File: config.mk
export PLATFORM = sky130hd
export DESIGN_NAME = ncpu_issue_top
export DESIGN_NICKNAME = d
export VERILOG_FILES = /design/src/source/ncpu_pkg.sv /design/src/source/alu_execute.sv /design/src/source/fifo_fwft.sv /design/src/source/insn_decode.sv /design/src/source/ncpu_issue_top.sv /design/src/source/result_buffer.sv
export SDC_FILE = /design/constraint.sdc
export NUM_CORES = 1
export LEC_CHECK = 0
export ABC_CLOCK_PERIOD_IN_PS = 10000
export BUFFER_PORTS_ARGS = -buffer_cell sky130_fd_sc_hd__buf_2
export CORE_MARGIN = 8
export CORE_UTILIZATION = 50
export DETAILED_ROUTE_END_ITERATION = 10
export PLACE_DENSITY = 0.77
export RECOVER_POWER = 100
export SLEW_MARGIN = 10
export SYNTH_ARGS = -nofsm -noshare
export SYNTH_HDL_FRONTEND = slang
export SYNTH_SLANG_ARGS = --single-unit
File: constraint.sdc
create_clock -name clk -period 10 [get_ports clk]
set_input_delay 0 -clock clk [delete_from_list [all_inputs] [get_ports clk]]
set_output_delay 0 -clock clk [all_outputs]
set_load 0.005 [all_outputs]
File: src/source/ncpu_pkg.sv
/*
 * ncpu issue slice package
 * shared sizes, opcode encoding, the two instruction word views and the
 * records that travel between the issue stages
 */
package ncpu_pkg;

   // register data width and register file indexing
   localparam int xlen = 32;
   localparam int nreg_width = 3;
   localparam int nreg = 1 << nreg_width;
   // shift amount is taken from the low bits of the second operand
   localparam int shamt_width = $clog2(xlen);

   // every instruction carries a tag so results can be matched in order
   localparam int tag_width = 8;

   // the issue FIFO holds four packets
   localparam int fifo_depth_width = 2;

   // codes 7 and 10 to 15 are not assigned and decode as illegal
   typedef enum logic [3:0] {
      op_add  = 4'h0,
      op_sub  = 4'h1,
      op_and  = 4'h2,
      op_or   = 4'h3,
      op_xor  = 4'h4,
      op_sll  = 4'h5,
      op_slt  = 4'h6,
      op_addi = 4'h8,
      op_lui  = 4'h9
   } opcode_e;

   // register-register view of an instruction word
   typedef struct packed {
      opcode_e                opcode;
      logic [nreg_width-1:0]  rd;
      logic [nreg_width-1:0]  rs1;
      logic [nreg_width-1:0]  rs2;
      logic [18:0]            spare;
   } insn_r_t;

   // register-immediate view, opcode and register fields line up with the R view
   typedef struct packed {
      opcode_e                opcode;
      logic [nreg_width-1:0]  rd;
      logic [nreg_width-1:0]  rs1;
      logic [5:0]             spare;
      logic [15:0]            imm16;
   } insn_i_t;

   // one 32-bit word seen either way, the opcode picks the view
   typedef union packed {
      insn_r_t r;
      insn_i_t i;
   } insn_word_u;

   // what the issue FIFO stores, 40 bits
   typedef struct packed {
      logic [tag_width-1:0]   tag;
      insn_word_u             insn;
   } issue_pkt_t;

   // decoded micro-op handed from decode to execute
   typedef struct packed {
      logic [tag_width-1:0]   tag;
      opcode_e                op;
      logic [nreg_width-1:0]  rd;
      logic [nreg_width-1:0]  rs1;
      logic [nreg_width-1:0]  rs2;
      logic                   use_imm;
      logic [xlen-1:0]        imm;
      logic                   illegal;
   } uop_t;

   // one result per executed instruction
   typedef struct packed {
      logic [tag_width-1:0]   tag;
      logic [nreg_width-1:0]  rd;
      logic [xlen-1:0]        value;
      logic                   illegal;
   } result_t;

endpackage

File: src/source/alu_execute.sv
/*
 * alu_execute
 * register file and ALU, reads and writes the registers in one stage
 * and holds one result per accepted micro-op in its output register
 */
`timescale 1ns/1ps

module alu_execute import ncpu_pkg::*; (
   input  logic      clk,
   input  logic      rst_n,
   input  logic      uop_valid,
   input  uop_t      uop,
   output logic      exe_ready,
   output logic      res_valid,
   output result_t   res,
   input  logic      res_ready
);

   logic [xlen-1:0]  regs [nreg];
   logic [xlen-1:0]  src_a;
   logic [xlen-1:0]  src_b;
   logic [xlen-1:0]  alu_out;
   logic             accept;

   // the output register can take a new result when empty or draining
   assign exe_ready = ~res_valid | res_ready;
   assign accept    = uop_valid & exe_ready;

   // register 0 reads as zero, it is never written
   assign src_a = (uop.rs1 == '0) ? '0 : regs[uop.rs1];
   assign src_b = uop.use_imm ? uop.imm :
                  ((uop.rs2 == '0) ? '0 : regs[uop.rs2]);

   always_comb begin
      case (uop.op)
         op_add:  alu_out = src_a + src_b;
         op_sub:  alu_out = src_a - src_b;
         op_and:  alu_out = src_a & src_b;
         op_or:   alu_out = src_a | src_b;
         op_xor:  alu_out = src_a ^ src_b;
         op_sll:  alu_out = src_a << src_b[shamt_width-1:0];
         // signed compare, result is 0 or 1
         op_slt:  alu_out = {{(xlen-1){1'b0}}, $signed(src_a) < $signed(src_b)};
         op_addi: alu_out = src_a + src_b;
         // lui takes the shifted immediate as is
         op_lui:  alu_out = src_b;
         // illegal opcodes produce zero
         default: alu_out = '0;
      endcase
   end

   // writeback on the acceptance edge so the next micro-op sees the value
   always_ff @(posedge clk) begin
      if (accept && !uop.illegal && uop.rd != '0)
         regs[uop.rd] <= alu_out;
   end

   always_ff @(posedge clk) begin
      if (!rst_n)
         res_valid <= 1'b0;
      else if (accept)
         res_valid <= 1'b1;
      else if (res_ready)
         res_valid <= 1'b0;
   end

   always_ff @(posedge clk) begin
      if (accept) begin
         res.tag     <= uop.tag;
         res.rd      <= uop.rd;
         res.value   <= alu_out;
         res.illegal <= uop.illegal;
      end
   end

   // a stalled result is held until the result buffer takes it
   a_res_hold: assert property (@(posedge clk) disable iff (!rst_n)
      res_valid && !res_ready |=> res_valid && $stable(res));

endmodule

File: src/source/fifo_fwft.sv
/*
 * fifo_fwft
 * first-word-fall-through FIFO with flush, a head register for words
 * written into an empty FIFO and a bypass for same-slot write and read
 */
`timescale 1ns/1ps

module fifo_fwft #(
   parameter int DW = 8,
   parameter int DEPTH_WIDTH = 2
) (
   input  logic            clk,
   input  logic            rst_n,
   input  logic            flush,
   input  logic            push,
   input  logic [DW-1:0]   din,
   output logic            ready,
   input  logic            pop,
   output logic [DW-1:0]   dout,
   output logic            valid
);

   // pointers carry one extra bit to tell full from empty
   logic [DEPTH_WIDTH:0]   w_ptr;
   logic [DEPTH_WIDTH:0]   r_ptr;
   logic [DEPTH_WIDTH:0]   r_ptr_nxt;
   logic [DW-1:0]          mem [1 << DEPTH_WIDTH];
   logic [DW-1:0]          rd_q;
   logic [DW-1:0]          head_q;
   logic [DW-1:0]          byp_q;
   logic                   head_vld;
   logic                   byp_sel;
   logic                   head_load;
   logic                   head_clr;
   logic                   same_slot;

   assign r_ptr_nxt = r_ptr + 1'b1;

   // full when the wrap bits differ and the address bits match
   assign ready = (w_ptr[DEPTH_WIDTH] == r_ptr[DEPTH_WIDTH]) ||
                  (w_ptr[DEPTH_WIDTH-1:0] != r_ptr[DEPTH_WIDTH-1:0]);
   assign valid = (w_ptr != r_ptr);

   // a word pushed into an empty FIFO is caught in the head register
   assign head_load = push & ~valid & ~head_vld;
   assign head_clr  = pop & head_vld;

   // the read of the next head would see the slot being written this cycle
   assign same_slot = push & pop &
                      (w_ptr[DEPTH_WIDTH-1:0] == r_ptr_nxt[DEPTH_WIDTH-1:0]);

   always_ff @(posedge clk) begin
      if (!rst_n) begin
         w_ptr <= '0;
         r_ptr <= '0;
      end else if (flush) begin
         w_ptr <= '0;
         r_ptr <= '0;
      end else begin
         if (push)
            w_ptr <= w_ptr + 1'b1;
         if (pop)
            r_ptr <= r_ptr_nxt;
      end
   end

   // head register state, flush drops whatever it holds
   always_ff @(posedge clk) begin
      if (!rst_n || flush)
         head_vld <= 1'b0;
      else if (head_load)
         head_vld <= 1'b1;
      else if (head_clr)
         head_vld <= 1'b0;
   end

   // bypass select lasts until the next pop replaces the head
   always_ff @(posedge clk) begin
      if (!rst_n)
         byp_sel <= 1'b0;
      else if (same_slot)
         byp_sel <= 1'b1;
      else if (pop)
         byp_sel <= 1'b0;
   end

   // storage and the registered read of the entry behind the head
   always_ff @(posedge clk) begin
      if (push)
         mem[w_ptr[DEPTH_WIDTH-1:0]] <= din;
      if (pop) begin
         rd_q  <= mem[r_ptr_nxt[DEPTH_WIDTH-1:0]];
         byp_q <= din;
      end
      if (head_load)
         head_q <= din;
   end

   assign dout = head_vld ? head_q : (byp_sel ? byp_q : rd_q);

   // the writer may only push into a full FIFO when a pop frees a slot
   a_no_overflow: assert property (@(posedge clk) disable iff (!rst_n)
      push && !ready |-> pop);

endmodule

File: src/source/insn_decode.sv
/*
 * insn_decode
 * turns the FIFO head into a micro-op, picks the R or I view of the word
 * and extends the immediate, unknown opcodes are flagged illegal
 */
`timescale 1ns/1ps

module insn_decode import ncpu_pkg::*; (
   input  logic         pkt_valid,
   input  issue_pkt_t   pkt,
   output logic         uop_valid,
   output uop_t         uop
);

   opcode_e    opc;
   logic       is_rr;
   logic       is_ri;
   logic [15:0] imm16;

   // the opcode sits in the same bits in both views
   assign opc   = pkt.insn.r.opcode;
   assign imm16 = pkt.insn.i.imm16;

   // sort the opcode into its format class
   always_comb begin
      is_rr = 1'b0;
      is_ri = 1'b0;
      case (opc)
         op_add, op_sub, op_and, op_or, op_xor, op_sll, op_slt: is_rr = 1'b1;
         op_addi, op_lui: is_ri = 1'b1;
         default: ;
      endcase
   end

   always_comb begin
      uop.tag     = pkt.tag;
      uop.op      = opc;
      uop.rd      = pkt.insn.r.rd;
      uop.rs1     = pkt.insn.r.rs1;
      // the I view has no rs2 field because those bits are spare there
      uop.rs2     = is_rr ? pkt.insn.r.rs2 : '0;
      uop.use_imm = is_ri;
      uop.illegal = ~(is_rr | is_ri);
      // addi sign-extends and lui places the immediate in the upper half
      if (opc == op_lui)
         uop.imm = {imm16, {(xlen-16){1'b0}}};
      else if (opc == op_addi)
         uop.imm = {{(xlen-16){imm16[15]}}, imm16};
      else
         uop.imm = '0;
   end

   // decode adds no cycle so valid follows the FIFO head directly
   assign uop_valid = pkt_valid;

   // legal register-immediate codes are the ones with the top opcode bit set
   always_comb begin
      if (pkt_valid) begin
         a_imm_class: assert (uop.use_imm == (pkt.insn.i.opcode[3] && !uop.illegal));
      end
   end

endmodule

File: src/source/ncpu_issue_top.sv
/*
 * ncpu_issue_top
 * in-order issue slice, FIFO then decode then execute then result buffer
 */
`timescale 1ns/1ps

module ncpu_issue_top import ncpu_pkg::*; (
   input  logic         clk,
   input  logic         rst_n,
   input  logic         flush,
   input  logic         in_valid,
   output logic         in_ready,
   input  issue_pkt_t   in_pkt,
   output logic         out_valid,
   output result_t      out_res,
   input  logic         out_ready
);

   logic       push;
   logic       pop;
   logic       fifo_valid;
   issue_pkt_t fifo_pkt;
   logic       uop_valid;
   uop_t       uop;
   logic       exe_ready;
   logic       res_valid;
   result_t    res;
   logic       res_ready;

   // handshakes on both sides of the FIFO
   assign push = in_valid & in_ready;
   assign pop  = uop_valid & exe_ready;

   fifo_fwft #(
      .DW          ($bits(issue_pkt_t)),
      .DEPTH_WIDTH (fifo_depth_width)
   ) u_fifo (
      .clk   (clk),
      .rst_n (rst_n),
      .flush (flush),
      .push  (push),
      .din   (in_pkt),
      .ready (in_ready),
      .pop   (pop),
      .dout  (fifo_pkt),
      .valid (fifo_valid)
   );

   insn_decode u_decode (
      .pkt_valid (fifo_valid),
      .pkt       (fifo_pkt),
      .uop_valid (uop_valid),
      .uop       (uop)
   );

   alu_execute u_execute (
      .clk       (clk),
      .rst_n     (rst_n),
      .uop_valid (uop_valid),
      .uop       (uop),
      .exe_ready (exe_ready),
      .res_valid (res_valid),
      .res       (res),
      .res_ready (res_ready)
   );

   result_buffer u_result (
      .clk       (clk),
      .rst_n     (rst_n),
      .res_valid (res_valid),
      .res       (res),
      .res_ready (res_ready),
      .out_valid (out_valid),
      .out_res   (out_res),
      .out_ready (out_ready)
   );

endmodule

File: src/source/result_buffer.sv
/*
 * result_buffer
 * two-entry skid buffer, keeps results in order and gives the execute
 * stage a registered ready with no path from out_ready
 */
`timescale 1ns/1ps

module result_buffer import ncpu_pkg::*; (
   input  logic      clk,
   input  logic      rst_n,
   input  logic      res_valid,
   input  result_t   res,
   output logic      res_ready,
   output logic      out_valid,
   output result_t   out_res,
   input  logic      out_ready
);

   result_t skid_res;
   logic    acc_in;
   logic    acc_out;
   logic    load_main;
   logic    load_skid;
   logic    drain_skid;

   assign acc_in  = res_valid & res_ready;
   assign acc_out = out_valid & out_ready;

   // incoming result goes to the main entry if it is free or leaving
   assign load_main  = acc_in & (~out_valid | acc_out);
   assign load_skid  = acc_in & out_valid & ~acc_out;
   // res_ready low means the skid entry is occupied
   assign drain_skid = ~res_ready & acc_out;

   always_ff @(posedge clk) begin
      if (!rst_n) begin
         out_valid <= 1'b0;
         res_ready <= 1'b1;
      end else begin
         if (load_main)
            out_valid <= 1'b1;
         else if (acc_out && res_ready)
            out_valid <= 1'b0;
         if (load_skid)
            res_ready <= 1'b0;
         else if (drain_skid)
            res_ready <= 1'b1;
      end
   end

   always_ff @(posedge clk) begin
      if (drain_skid)
         out_res <= skid_res;
      else if (load_main)
         out_res <= res;
      if (load_skid)
         skid_res <= res;
   end

   a_out_hold: assert property (@(posedge clk) disable iff (!rst_n)
      out_valid && !out_ready |=> out_valid && $stable(out_res));

endmodule

# Yosys cells after proc, flatten, opt, wreduce, memory -nomap -nowiden
# Memories as Yosys holds them, arrays and structs flattened. A register that Yosys moved wholly into a read port is not among the register bits.
# Index checks and enable logic that the tools add are counted.
[word_totals]
ff_bits = 223
ramBits = 416
in_bits = 45
output_inout_bits = 46
elab_cells = 115
memories = 2
[mem_list]
columns = ["name", "depth", "width", "rd", "rd_ports_with_merged_regs", "wr", "line", "rtl"]
rows = [
  ["u_execute.regs", 8, 32, 2, 0, 1, "alu_execute.sv:19", "logic [xlen-1:0] regs [nreg];"],
  ["u_fifo.mem", 4, 40, 1, 1, 1, "fifo_fwft.sv:27", "logic [DW-1:0] mem [1 << DEPTH_WIDTH];"],
]
[op_classes]
addsub = 4
n_lt_le_gt_ge = 1
n_eq_ne = 12
n_shift = 1
n_mux = 27
bitwise_logic = 27
n_reduce_logical = 20
[op_table]
columns = ["op", "count"]
rows = [
  ["case mux 32 bit (8 select lines)", 1],
  ["2-to-1 mux 32 bit", 5],
  ["2-to-1 mux 44 bit", 2],
  ["2-to-1 mux 40 bit", 2],
  ["adder 32 bit", 1],
  ["bitwise AND 32 bit", 1],
  ["less-than comparator 32 bit", 1],
  ["bitwise OR 32 bit", 1],
  ["left shift 32 x 5 -> 32 bit", 1],
  ["subtractor 32 bit", 1],
  ["bitwise XOR 32 bit", 1],
  ["2-to-1 mux 1 bit", 16],
  ["bitwise AND 1 bit", 13],
  ["== test 4 x 3 -> 1 bit, second input constant", 3],
  ["nonzero test 2 bit", 6],
  ["== test 4 x 2 -> 1 bit, second input constant", 2],
  ["== test 4 bit, second input constant", 2],
  ["NOT 1 bit", 8],
  ["OR reduction 7 bit", 1],
  ["adder 3 x 1 -> 3 bit, second input constant", 2],
  ["logical NOT 3 bit", 2],
  ["OR reduction 2 bit", 3],
  ["== test 4 x 1 -> 1 bit, second input constant", 1],
  ["logical NOT 4 bit", 1],
  ["other kinds (10)", 15],
]

# Logic depth before layout (Yosys ltp)
# Gate-level depths: netlist (run 1).
[logic_depth]
ltp_word = 11
depth_mapped = 26

# By module
# Synthesis (run 1) repeated with hierarchy kept, for this count alone.
[hier_totals]
cells_unflattened = 2512
hier_area_um2 = 33624.7
[modules_own_cells]
columns = ["mod", "instances", "cells_per_inst", "area_per_inst_um2", "seq_area_each_um2"]
rows = [
  ["alu_execute", 1, 1763, 18894.4, 8067.7],
  ["fifo_fwft", 1, 513, 10714.0, 8568.2],
  ["result_buffer", 1, 149, 3453.3, 2682.6],
  ["insn_decode", 1, 85, 550.5, 0.0],
  ["ncpu_issue_top", 1, 2, 12.5, 0.0],
]

# Worst setup path before layout (run 1)
# OpenSTA, ideal clock, no wires.
[synth_path]
kind = "register to register"
from = "reg u_fifo.w_ptr[0]"
to = "mem u_execute.regs[1][0] (enable)"
setup_time_ns = 0.461
t_arrival_ns = 10.287
t_required_ns = 9.539
slack_ns = -0.748
stages_incl_launch_ff = 6
path_buffers = 0
synth_period_minus_slack_ns = 10.748
cell_sequence = "dfxtp_1 -> xor2_1 -> nor3_1 -> a21oi_1 -> nand4_1 -> nor3_1"
[synth_between]
elab_chain_cells = 6
[synth_lines]
columns = ["element", "line", "rtl"]
rows = [
  ["start: declaration", "fifo_fwft.sv:24", "logic [DEPTH_WIDTH:0] w_ptr;"],
  ["start signal: assignment", "fifo_fwft.sv:61", "w_ptr <= w_ptr + 1'b1;"],
  ["inequality test 3 bit", "fifo_fwft.sv:42", "assign valid = (w_ptr != r_ptr);"],
  ["bitwise AND 1 bit", "-", ""],
  ["via pop", "ncpu_issue_top.sv:20", "logic pop;"],
  ["logical AND 1 bit (2 in a row)", "alu_execute.sv:54", "if (accept && !uop.illegal && uop.rd != '0)"],
  ["2-to-1 mux 1 bit", "alu_execute.sv:54", ""],
  ["2-to-1 mux 1 bit (not written as such)", "alu_execute.sv:55", "regs[uop.rd] <= alu_out;"],
  ["end: declaration", "alu_execute.sv:19", ""],
]
# The timed path passes the listed nets, and every way through them passes these cells.

# Worst setup path after layout (run 1)
[layout_path]
from = "reg u_fifo.byp_sel"
to = "reg, netlist name u_execute.res[31]"
[layout_between]
elab_chain_cells = 11
word_cells_on_any_way = 32
cone_classes = "add/sub: 2; eq/ne: 8; shift: 1; mux: 11; bitwise: 3; reduce/logical: 6; memory: 1"
[layout_lines]
columns = ["element", "line", "rtl"]
rows = [
  ["start: declaration", "fifo_fwft.sv:32", "logic byp_sel;"],
  ["start signal: assignment", "fifo_fwft.sv:80", "byp_sel <= 1'b0;"],
  ["start signal: assignment", "fifo_fwft.sv:82", "byp_sel <= 1'b1;"],
  ["start signal: assignment", "fifo_fwft.sv:84", "byp_sel <= 1'b0;"],
  ["2-to-1 mux 40 bit * (2 in a row)", "fifo_fwft.sv:99", "assign dout = head_vld ? head_q : (byp_sel ? byp_q : rd_q);"],
  ["== test 4 x 1 -> 1 bit, or another cell as far along", "alu_execute.sv:35, insn_decode.sv:28", ""],
  ["OR reduction 7 bit", "insn_decode.sv:28", "case (opc)"],
  ["2-to-1 mux 1 bit", "insn_decode.sv:28", ""],
  ["2-to-1 mux 3 bit", "insn_decode.sv:41", "uop.rs2 = is_rr ? pkt.insn.r.rs2 : '0;"],
  ["memory (8 x 32 bit) or logical NOT 3 bit (tied branches)", "-", ""],
  ["2-to-1 mux 32 bit", "alu_execute.sv:32", "((uop.rs2 == '0) ? '0 : regs[uop.rs2]);"],
  ["2-to-1 mux 32 bit", "alu_execute.sv:31", "assign src_b = uop.use_imm ? uop.imm :"],
  ["adder 32 bit, or another cell as far along", "alu_execute.sv:36, alu_execute.sv:44", ""],
  ["case mux 32 bit (8 select lines) *", "alu_execute.sv:35", "case (uop.op)"],
  ["via u_execute.alu_out[30]", "alu_execute.sv:22", "logic [xlen-1:0] alu_out;"],
]
# Mark *: on every way through the listed nets, which the timed path passes. The rest lies on a longest branch.
# A chain may end at the register's enable or synchronous reset.

==> out/metrics.yaml, run 1 <==
p_int_mw: 5.36
grt_max_degree: 69
end_kind: "register"
critPathMaxStageDelay_ps: 900
nets: 2817
fin_skew_ps: 26.2
syn_inst: 2551
slew_headroom_pct: -152
synth_seq_cells: 628
leakagePower_nw: 12.2
drv_cap: 20
grt_pass1_vias: 23300
dp_hpwl_um: 66600
cts-htree-levels: 2
crit_buf_inv: 1
port_buffers: 87
arrival_ps: 9280
crit_path_max_fanout: 32
drt-wirelength-per-cell_um: 28.2
p_sw_share_pct: 36.5
status: "complete, but fails checks"
io_pins: 91
antennaDiodeCount: 0
routed_wirelength_um: 101000
period_needed_ps: 9010
postSynthAreaPerCell_um2: 12.5
p_comb_share_pct: 34.5
dieArea_um2: 72000
path_clk_slew_ps: 60
cts_buffers: 59
area_delta_synth_final_pct: 11.6
power_density_nw_per_um2: 238
path_class: "register to register"
clk_path_buf_depth: 3
r2r_end: "u_execute.res[31]"
finalPower_mw: 8.45
synth_flop_cell: "edfxtp_1"
layout_common_cells: "edfxtp_1 (617), nand2_1 (320), a21oi_1 (184), nor2_1 (166), o21ai_0 (123)"
placed_cells: 3411
antenna_found_initial: 3
final.period_utilization_pct: 90.1
slew_violations: 729
place_congestion: 0.986
ys_types: 89
rr_worst_depth: 19
worst-path-stages: 19
synth_edf_count: 617
power_switching_mw: 3.09
fin_cells: 3564
max_clock_freq_mhz: 111
ys_seq_area_share_pct: 58.9
die_w_um: 268
r2r_slack_ps: 990
grt_pass1_wl_um: 148000
start_kind: "register"
dpl_cell_area_um2: 33500
synth_top_area_share_pct: 58.2
grt-ovfl-total: 0
fin_util_pct: 56.5
final_common_cell: "edfxtp_1"
fin_setup_tns_ps: 0
drt-initial-drc-count: 2982
setup_ws_ps: 986
rsz0062_at_grt: "no"
drt-pass1-iter-count: 6
crit_chain: "buf_4 > mux2i_1 > o21a_1 > nand2_1 > nor3_2 > nand2_1 > and2_4 > fa_1 > a211o_1 > o211ai_1 > a311oi_1 > o311a_1 > a2111oi_0 > o21ba_1 > a311o_1 > and2_0 > mux2_1 > a2111oi_0 > nand3_1"
core_area_um2: 63000
start_util_pct: 50.6
dp_slack_ps: 1840
worst_slew_pin_slew_ps: 3780
fin_hold_ws_ps: 236
critPathCapture: "u_execute.res[31]"
crit_required_ps: 10270
vias: 23600
clk_latency_ps: 650
grt_use_total_pct: 27.3
synth_top_area_cell: "edfxtp_1"
hp-class: "primary input to register"
die_h_um: 268
seqPwrFrac_pct: 39.5
ir_drop_uv: 182
timing.rr.start: "u_fifo.byp_sel"
synth_area_leaders: "edfxtp_1 (58%), mux4_2 (4.7%), ha_1 (4.0%), nand2_1 (3.8%), a21oi_1 (2.9%)"
cp_slowest_cell: "dfxtp_1"
rows: 92
syn_area_um2: 31800
drive_gt1_share_pct: 13.0
cts_tree: "done"
cts-root-buf: "clkbuf_16"
via_per_inst: 6.63
pwr-share-clk_pct: 25.9
cts.sinks: 628
yosys_warnings: 0
drcViolationCount: 0
crit_family: "compound AO/OA/AOI/OAI gates"
hold_violations: 0
fin_area_um2: 35500
critPathLaunch: "u_fifo.byp_sel"
synthArstFlopShare_pct: 0
antenna_left: 0
violations: "max-capacitance violations, max-slew violations"
setup_viol: 0
-- cell families after synthesis --
| group | count (synthesis) | share of synthesized area, % |
|---|---|---|
| AO/OA/AOI/OAI | 667 | 14.3 |
| buffers and inverters | 257 | 3.29 |
| other | 1 | 0.0118 |
| multiplexers | 235 | 10.3 |
| adder cells (fa/ha/maj) | 104 | 4.13 |
| AND/OR/NAND/NOR | 645 | 8.61 |
| flip-flops | 628 | 58.9 |
| XOR/XNOR | 14 | 0.385 |
-- worst reg2reg max path: cells and delay by family, from the launching register on --
| family | cells | cell delay, ps |
|---|---|---|
| compound gates | 9 | 3370 |
| simple gates | 6 | 2560 |
| flops | 1 | 900 |
| mux | 2 | 710 |
| buf+inv | 1 | 580 |
| fa+ha+maj | 1 | 530 |
-- per-layer routing --
metal	track usage (%)	share of wire [%]	up-vias	wire (um)
li1	-	-	10100	-
met1	34.5	37	11700	37300
met2	44.5	47	1553	47500
met3	5.13	9.7	322	9750
met4	14.5	6.0	4	6000
met5	0	0.034	-	34
-- layout make-up --
cell class / instances / area [um^2]
Inverter: 99 / 374
Fill cell: 5014 / 27400
Tap cell: 846 / 1060
Timing Repair Buffer: 213 / 1310
Sequential cell: 628 / 18800
Clock inverter: 29 / 287
Clock buffer: 82 / 1600
Multi-Input combinational cell: 1667 / 12200
-- state kept, by name, indices dropped and copies added, names as in the netlist --
signal,cells
u_execute.regs,226
u_execute.res,44
u_execute.res_valid,1
u_fifo.byp_q,37
u_fifo.byp_sel,1
u_fifo.head_q,37
u_fifo.head_vld,1
u_fifo.mem,148
u_fifo.r_ptr,3
u_fifo.rd_q,37
u_fifo.w_ptr,3
u_result.out_res,44
u_result.out_valid,1
u_result.res_ready,1
u_result.skid_res,44
-- repair_timing --
action | 4_1_cts | 5_1_grt
endpoints found under the hold margin | 240 | 0
setup buffers | 0 | 0
gates resized for setup | 0 | 0
hold buffers | 42 | 0
-- worst min path at each step --
stage / start / endpoint / slack (ps) / depth (start not counted)
after global routing: in_pkt[33] / u_fifo.mem[3][33] / 220 / 2
final: in_pkt[33] / u_fifo.mem[3][33] / 240 / 2
after global placement: in_pkt[1] / u_fifo.mem[1][1] / 240 / 1
after detailed placement: in_pkt[1] / u_fifo.mem[0][1] / 250 / 1
after floorplan: rst_n / u_result.res_ready / 90 / 1
after CTS: in_pkt[33] / u_fifo.mem[3][33] / 110 / 2
-- power by group through the flow --
stage	clock, mW	combinational (mW)	sequential, mW
4_1_cts	2.19	2.85	3.33
3_3_place_gp	0	2.78	3.37
5_1_grt	2.30	3.06	3.35
6_report	2.19	2.92	3.34
2_1_floorplan	0	1.78	3.36
3_5_place_dp	0	2.82	3.38
-- synthesized netlist by cell type (all sizes together) (6+ instances only) --
master and number:
buf 60, o221a 15, a311oi 8, a21oi 185
a221oi 61, inv 99, nand2 320, clkbuf 98
o22ai 21, or3 9, mux4 67, edfxtp 617
nand2b 11, o221ai 47, and2 6, ha 102
a2111oi 6, mux2 75, o21ai 134, dfxtp 11
xnor2 9, a31oi 24, nor2b 8, o21a 15
mux2i 93, a221o 13, a22oi 7, nand4 9
a21o 15, nor2 169, nor4 10, a211oi 23
nand3 56, and3 12, o31ai 16, nor3 22
o211ai 17, o21bai 10
Note: power is estimated with default switching activity, not from simulation.
==> run 2: changes to the inputs <==
--- a/config.mk
+++ b/config.mk
@@ -10,7 +10,7 @@
 export CORE_MARGIN = 8
 export CORE_UTILIZATION = 50
 export DETAILED_ROUTE_END_ITERATION = 10
-export PLACE_DENSITY = 0.77
+export PLACE_DENSITY = 0.69
 export RECOVER_POWER = 100
 export SLEW_MARGIN = 10
 export SYNTH_ARGS = -nofsm -noshare
==> run 2 against run 1 <==
Sequential cell count is the same; final cell count grew 0.53%; sequential power hardly changed; critical path depth rose by 2; fmax up 2.1%; first-iteration DRC count decreased by 3.5%; highest routed layer unchanged; power increased by 3.3%; worst setup slack improved by 180 ps; routed wire length grew 0.89%; global-route usage rose by 0.40 points; the run still ends with max-capacitance violations, max-slew violations left; clock skew is 9.3 ps higher.
==> out/metrics.yaml, run 2 (synthesized netlist as in run 1, its figures left out) <==
dp_slack_ps: 1900  # +62.9 ps
routed_wirelength_um: 101000  # +0.89%
largest_reg_flops: 226  # unchanged
antenna_left: 0  # unchanged
nets: 2830  # +0.46%
drt-pass1-iter-count: 8  # +2
path_clk_slew_ps: 60  # about the same
placed_cells: 3417  # +0.18%
fin_skew_ps: 35.6  # +9.32 ps
status: "complete, but fails checks"
post_cts_buffers: 0  # unchanged
regMostFlops: "u_execute.regs"
cts_resized: 0  # unchanged
rows: 92  # unchanged
place_congestion: 0.974  # -1.3%
grt_max_degree: 82  # +19%
setup_viol: 0  # unchanged
cts_buffers: 67  # +14%
drt-wirelength-per-cell_um: 28.3  # +0.35%
end_kind: "register"
final.period_utilization_pct: 88.3  # -1.8 points
clk_path_buf_depth: 3  # unchanged
register_area_um2: 18800  # about the same
grt_pass1_wl_um: 149000  # +0.86%
cts_hold_buf: 41  # -2.4%
violations: "max-capacitance violations, max-slew violations"
clk_latency_ps: 630  # -20 ps
grt_pass1_vias: 23200  # -0.31%
fin_hold_ws_ps: 171  # -64.2 ps
finalPower_mw: 8.73  # +3.3%
port_buffers: 87  # unchanged
grt-ovfl-total: 0  # unchanged
critPathMaxStageDelay_ps: 1220  # +320 ps
grt_use_total_pct: 27.7  # +0.40 points
dieArea_um2: 72000  # unchanged
crit_path_max_fanout: 27  # -16%
via_per_inst: 6.52  # -1.6%
power_density_nw_per_um2: 243  # +2.0%
antenna_found_initial: 1  # -2
drcViolationCount: 0  # unchanged
start_util_pct: 50.6  # unchanged
slew_headroom_pct: -131  # +22 points
cp_common_cell: "inv_1"
core_area_um2: 63000  # unchanged
crit_required_ps: 10230  # -40 ps
max_clock_freq_mhz: 113  # +2.1%
die_h_um: 268  # unchanged
cp_slowest_cell: "dfxtp_1"
slew_violations: 557  # -24%
multiInputGateArea_um2: 12200  # +0.59%
fin_cells: 3583  # +0.53%
io_pins: 91  # unchanged
layout_common_cells: "edfxtp_1 (617), nand2_1 (320), a21oi_1 (183), nor2_1 (160), o21ai_0 (122)"
cts-htree-levels: 3  # +1
vias: 23400  # -1.1%
arrival_ps: 9060  # -220 ps
nFillCells: 5067  # +1.1%
rsz0062_at_grt: "no"
fin_setup_tns_ps: 0  # unchanged
start_kind: "register"
setup_ws_ps: 1170  # +182 ps
path_class: "register to register"
cts-root-buf: "clkbuf_16"
area_delta_synth_final_pct: 13.0
drt-initial-drc-count: 2879  # -3.5%
ir_drop_uv: 182  # -0.22%
period_needed_ps: 8830  # -182 ps
cts.sinks: 628  # unchanged
crit_chain: "buf_4 > mux2i_1 > o21ai_4 > mux2_2 > a221oi_1 > nor2_1 > inv_1 > ha_1 > inv_1 > fa_1 > a211o_1 > o211ai_1 > a311oi_1 > o311a_1 > a2111oi_0 > o21ba_1 > a311o_1 > and2_0 > mux2_1 > a2111oi_2 > nand3_1"
drive_gt1_share_pct: 14.1  # +1.1 points
final_common_cell: "edfxtp_1"
dp_hpwl_um: 67500  # +1.3%
cts_tree: "done"
leakagePower_nw: 12.4  # +1.8%
worst_slew_pin_slew_ps: 3460  # -325 ps
die_w_um: 268  # unchanged
hp-class: "primary input to register"
hold_violations: 0  # unchanged
drv_cap: 14  # -30%
-- run 2: area by class of cell --
cell class	count	area share [%]
antenna	1	0.00695
clock buffer	82	4.82
clock inverter	42	1.30
inverter	99	1.04
multi-input combinational	1667	34.0
sequential	628	52.1
tap	846	2.94
timing repair buffer	218	3.79
-- run 2: power by group --
part / switching (mW) / internal (mW)
clock network: 1.07 / 1.39
logic: 2.05 / 0.879
registers: 0.0540 / 3.28
total: 3.17 / 5.56
-- run 2: worst paths after layout --
kind                startpoint               endpoint  slack [ps]  cells past startpoint
max             u_fifo.byp_sel  u_execute.regs[4][30]        1170                     21
min                      rst_n     u_result.res_ready         170                      3
max reg2reg     u_fifo.byp_sel  u_execute.regs[4][30]        1170                     21
min reg2reg  u_execute.res[34]  u_result.skid_res[34]         440                      0
-- run 2: worst max-delay path: cells and delay by family, from the launching register on --
kind	cells	cell delay (ps)
simple gates	3	800
flops	1	1220
compound gates	10	3920
buf+inv	3	640
mux	3	960
fa+ha+maj	2	870
-- run 2: metal layers --
layer  track usage [%]  share of wire [%]
met5                 0              0.012
met4              16.5                6.7
met3              5.53                9.0
met2              44.0                 46
met1              35.1                 38
-- run 2: per-stage QoR --
stage	cell area (um^2)	util (%)
after floorplan	31800	-
after global placement	33600	53.3
after detailed placement	33600	53.3
after CTS	36200	57.4
after global routing	36000	57.2
final	36000	57.2
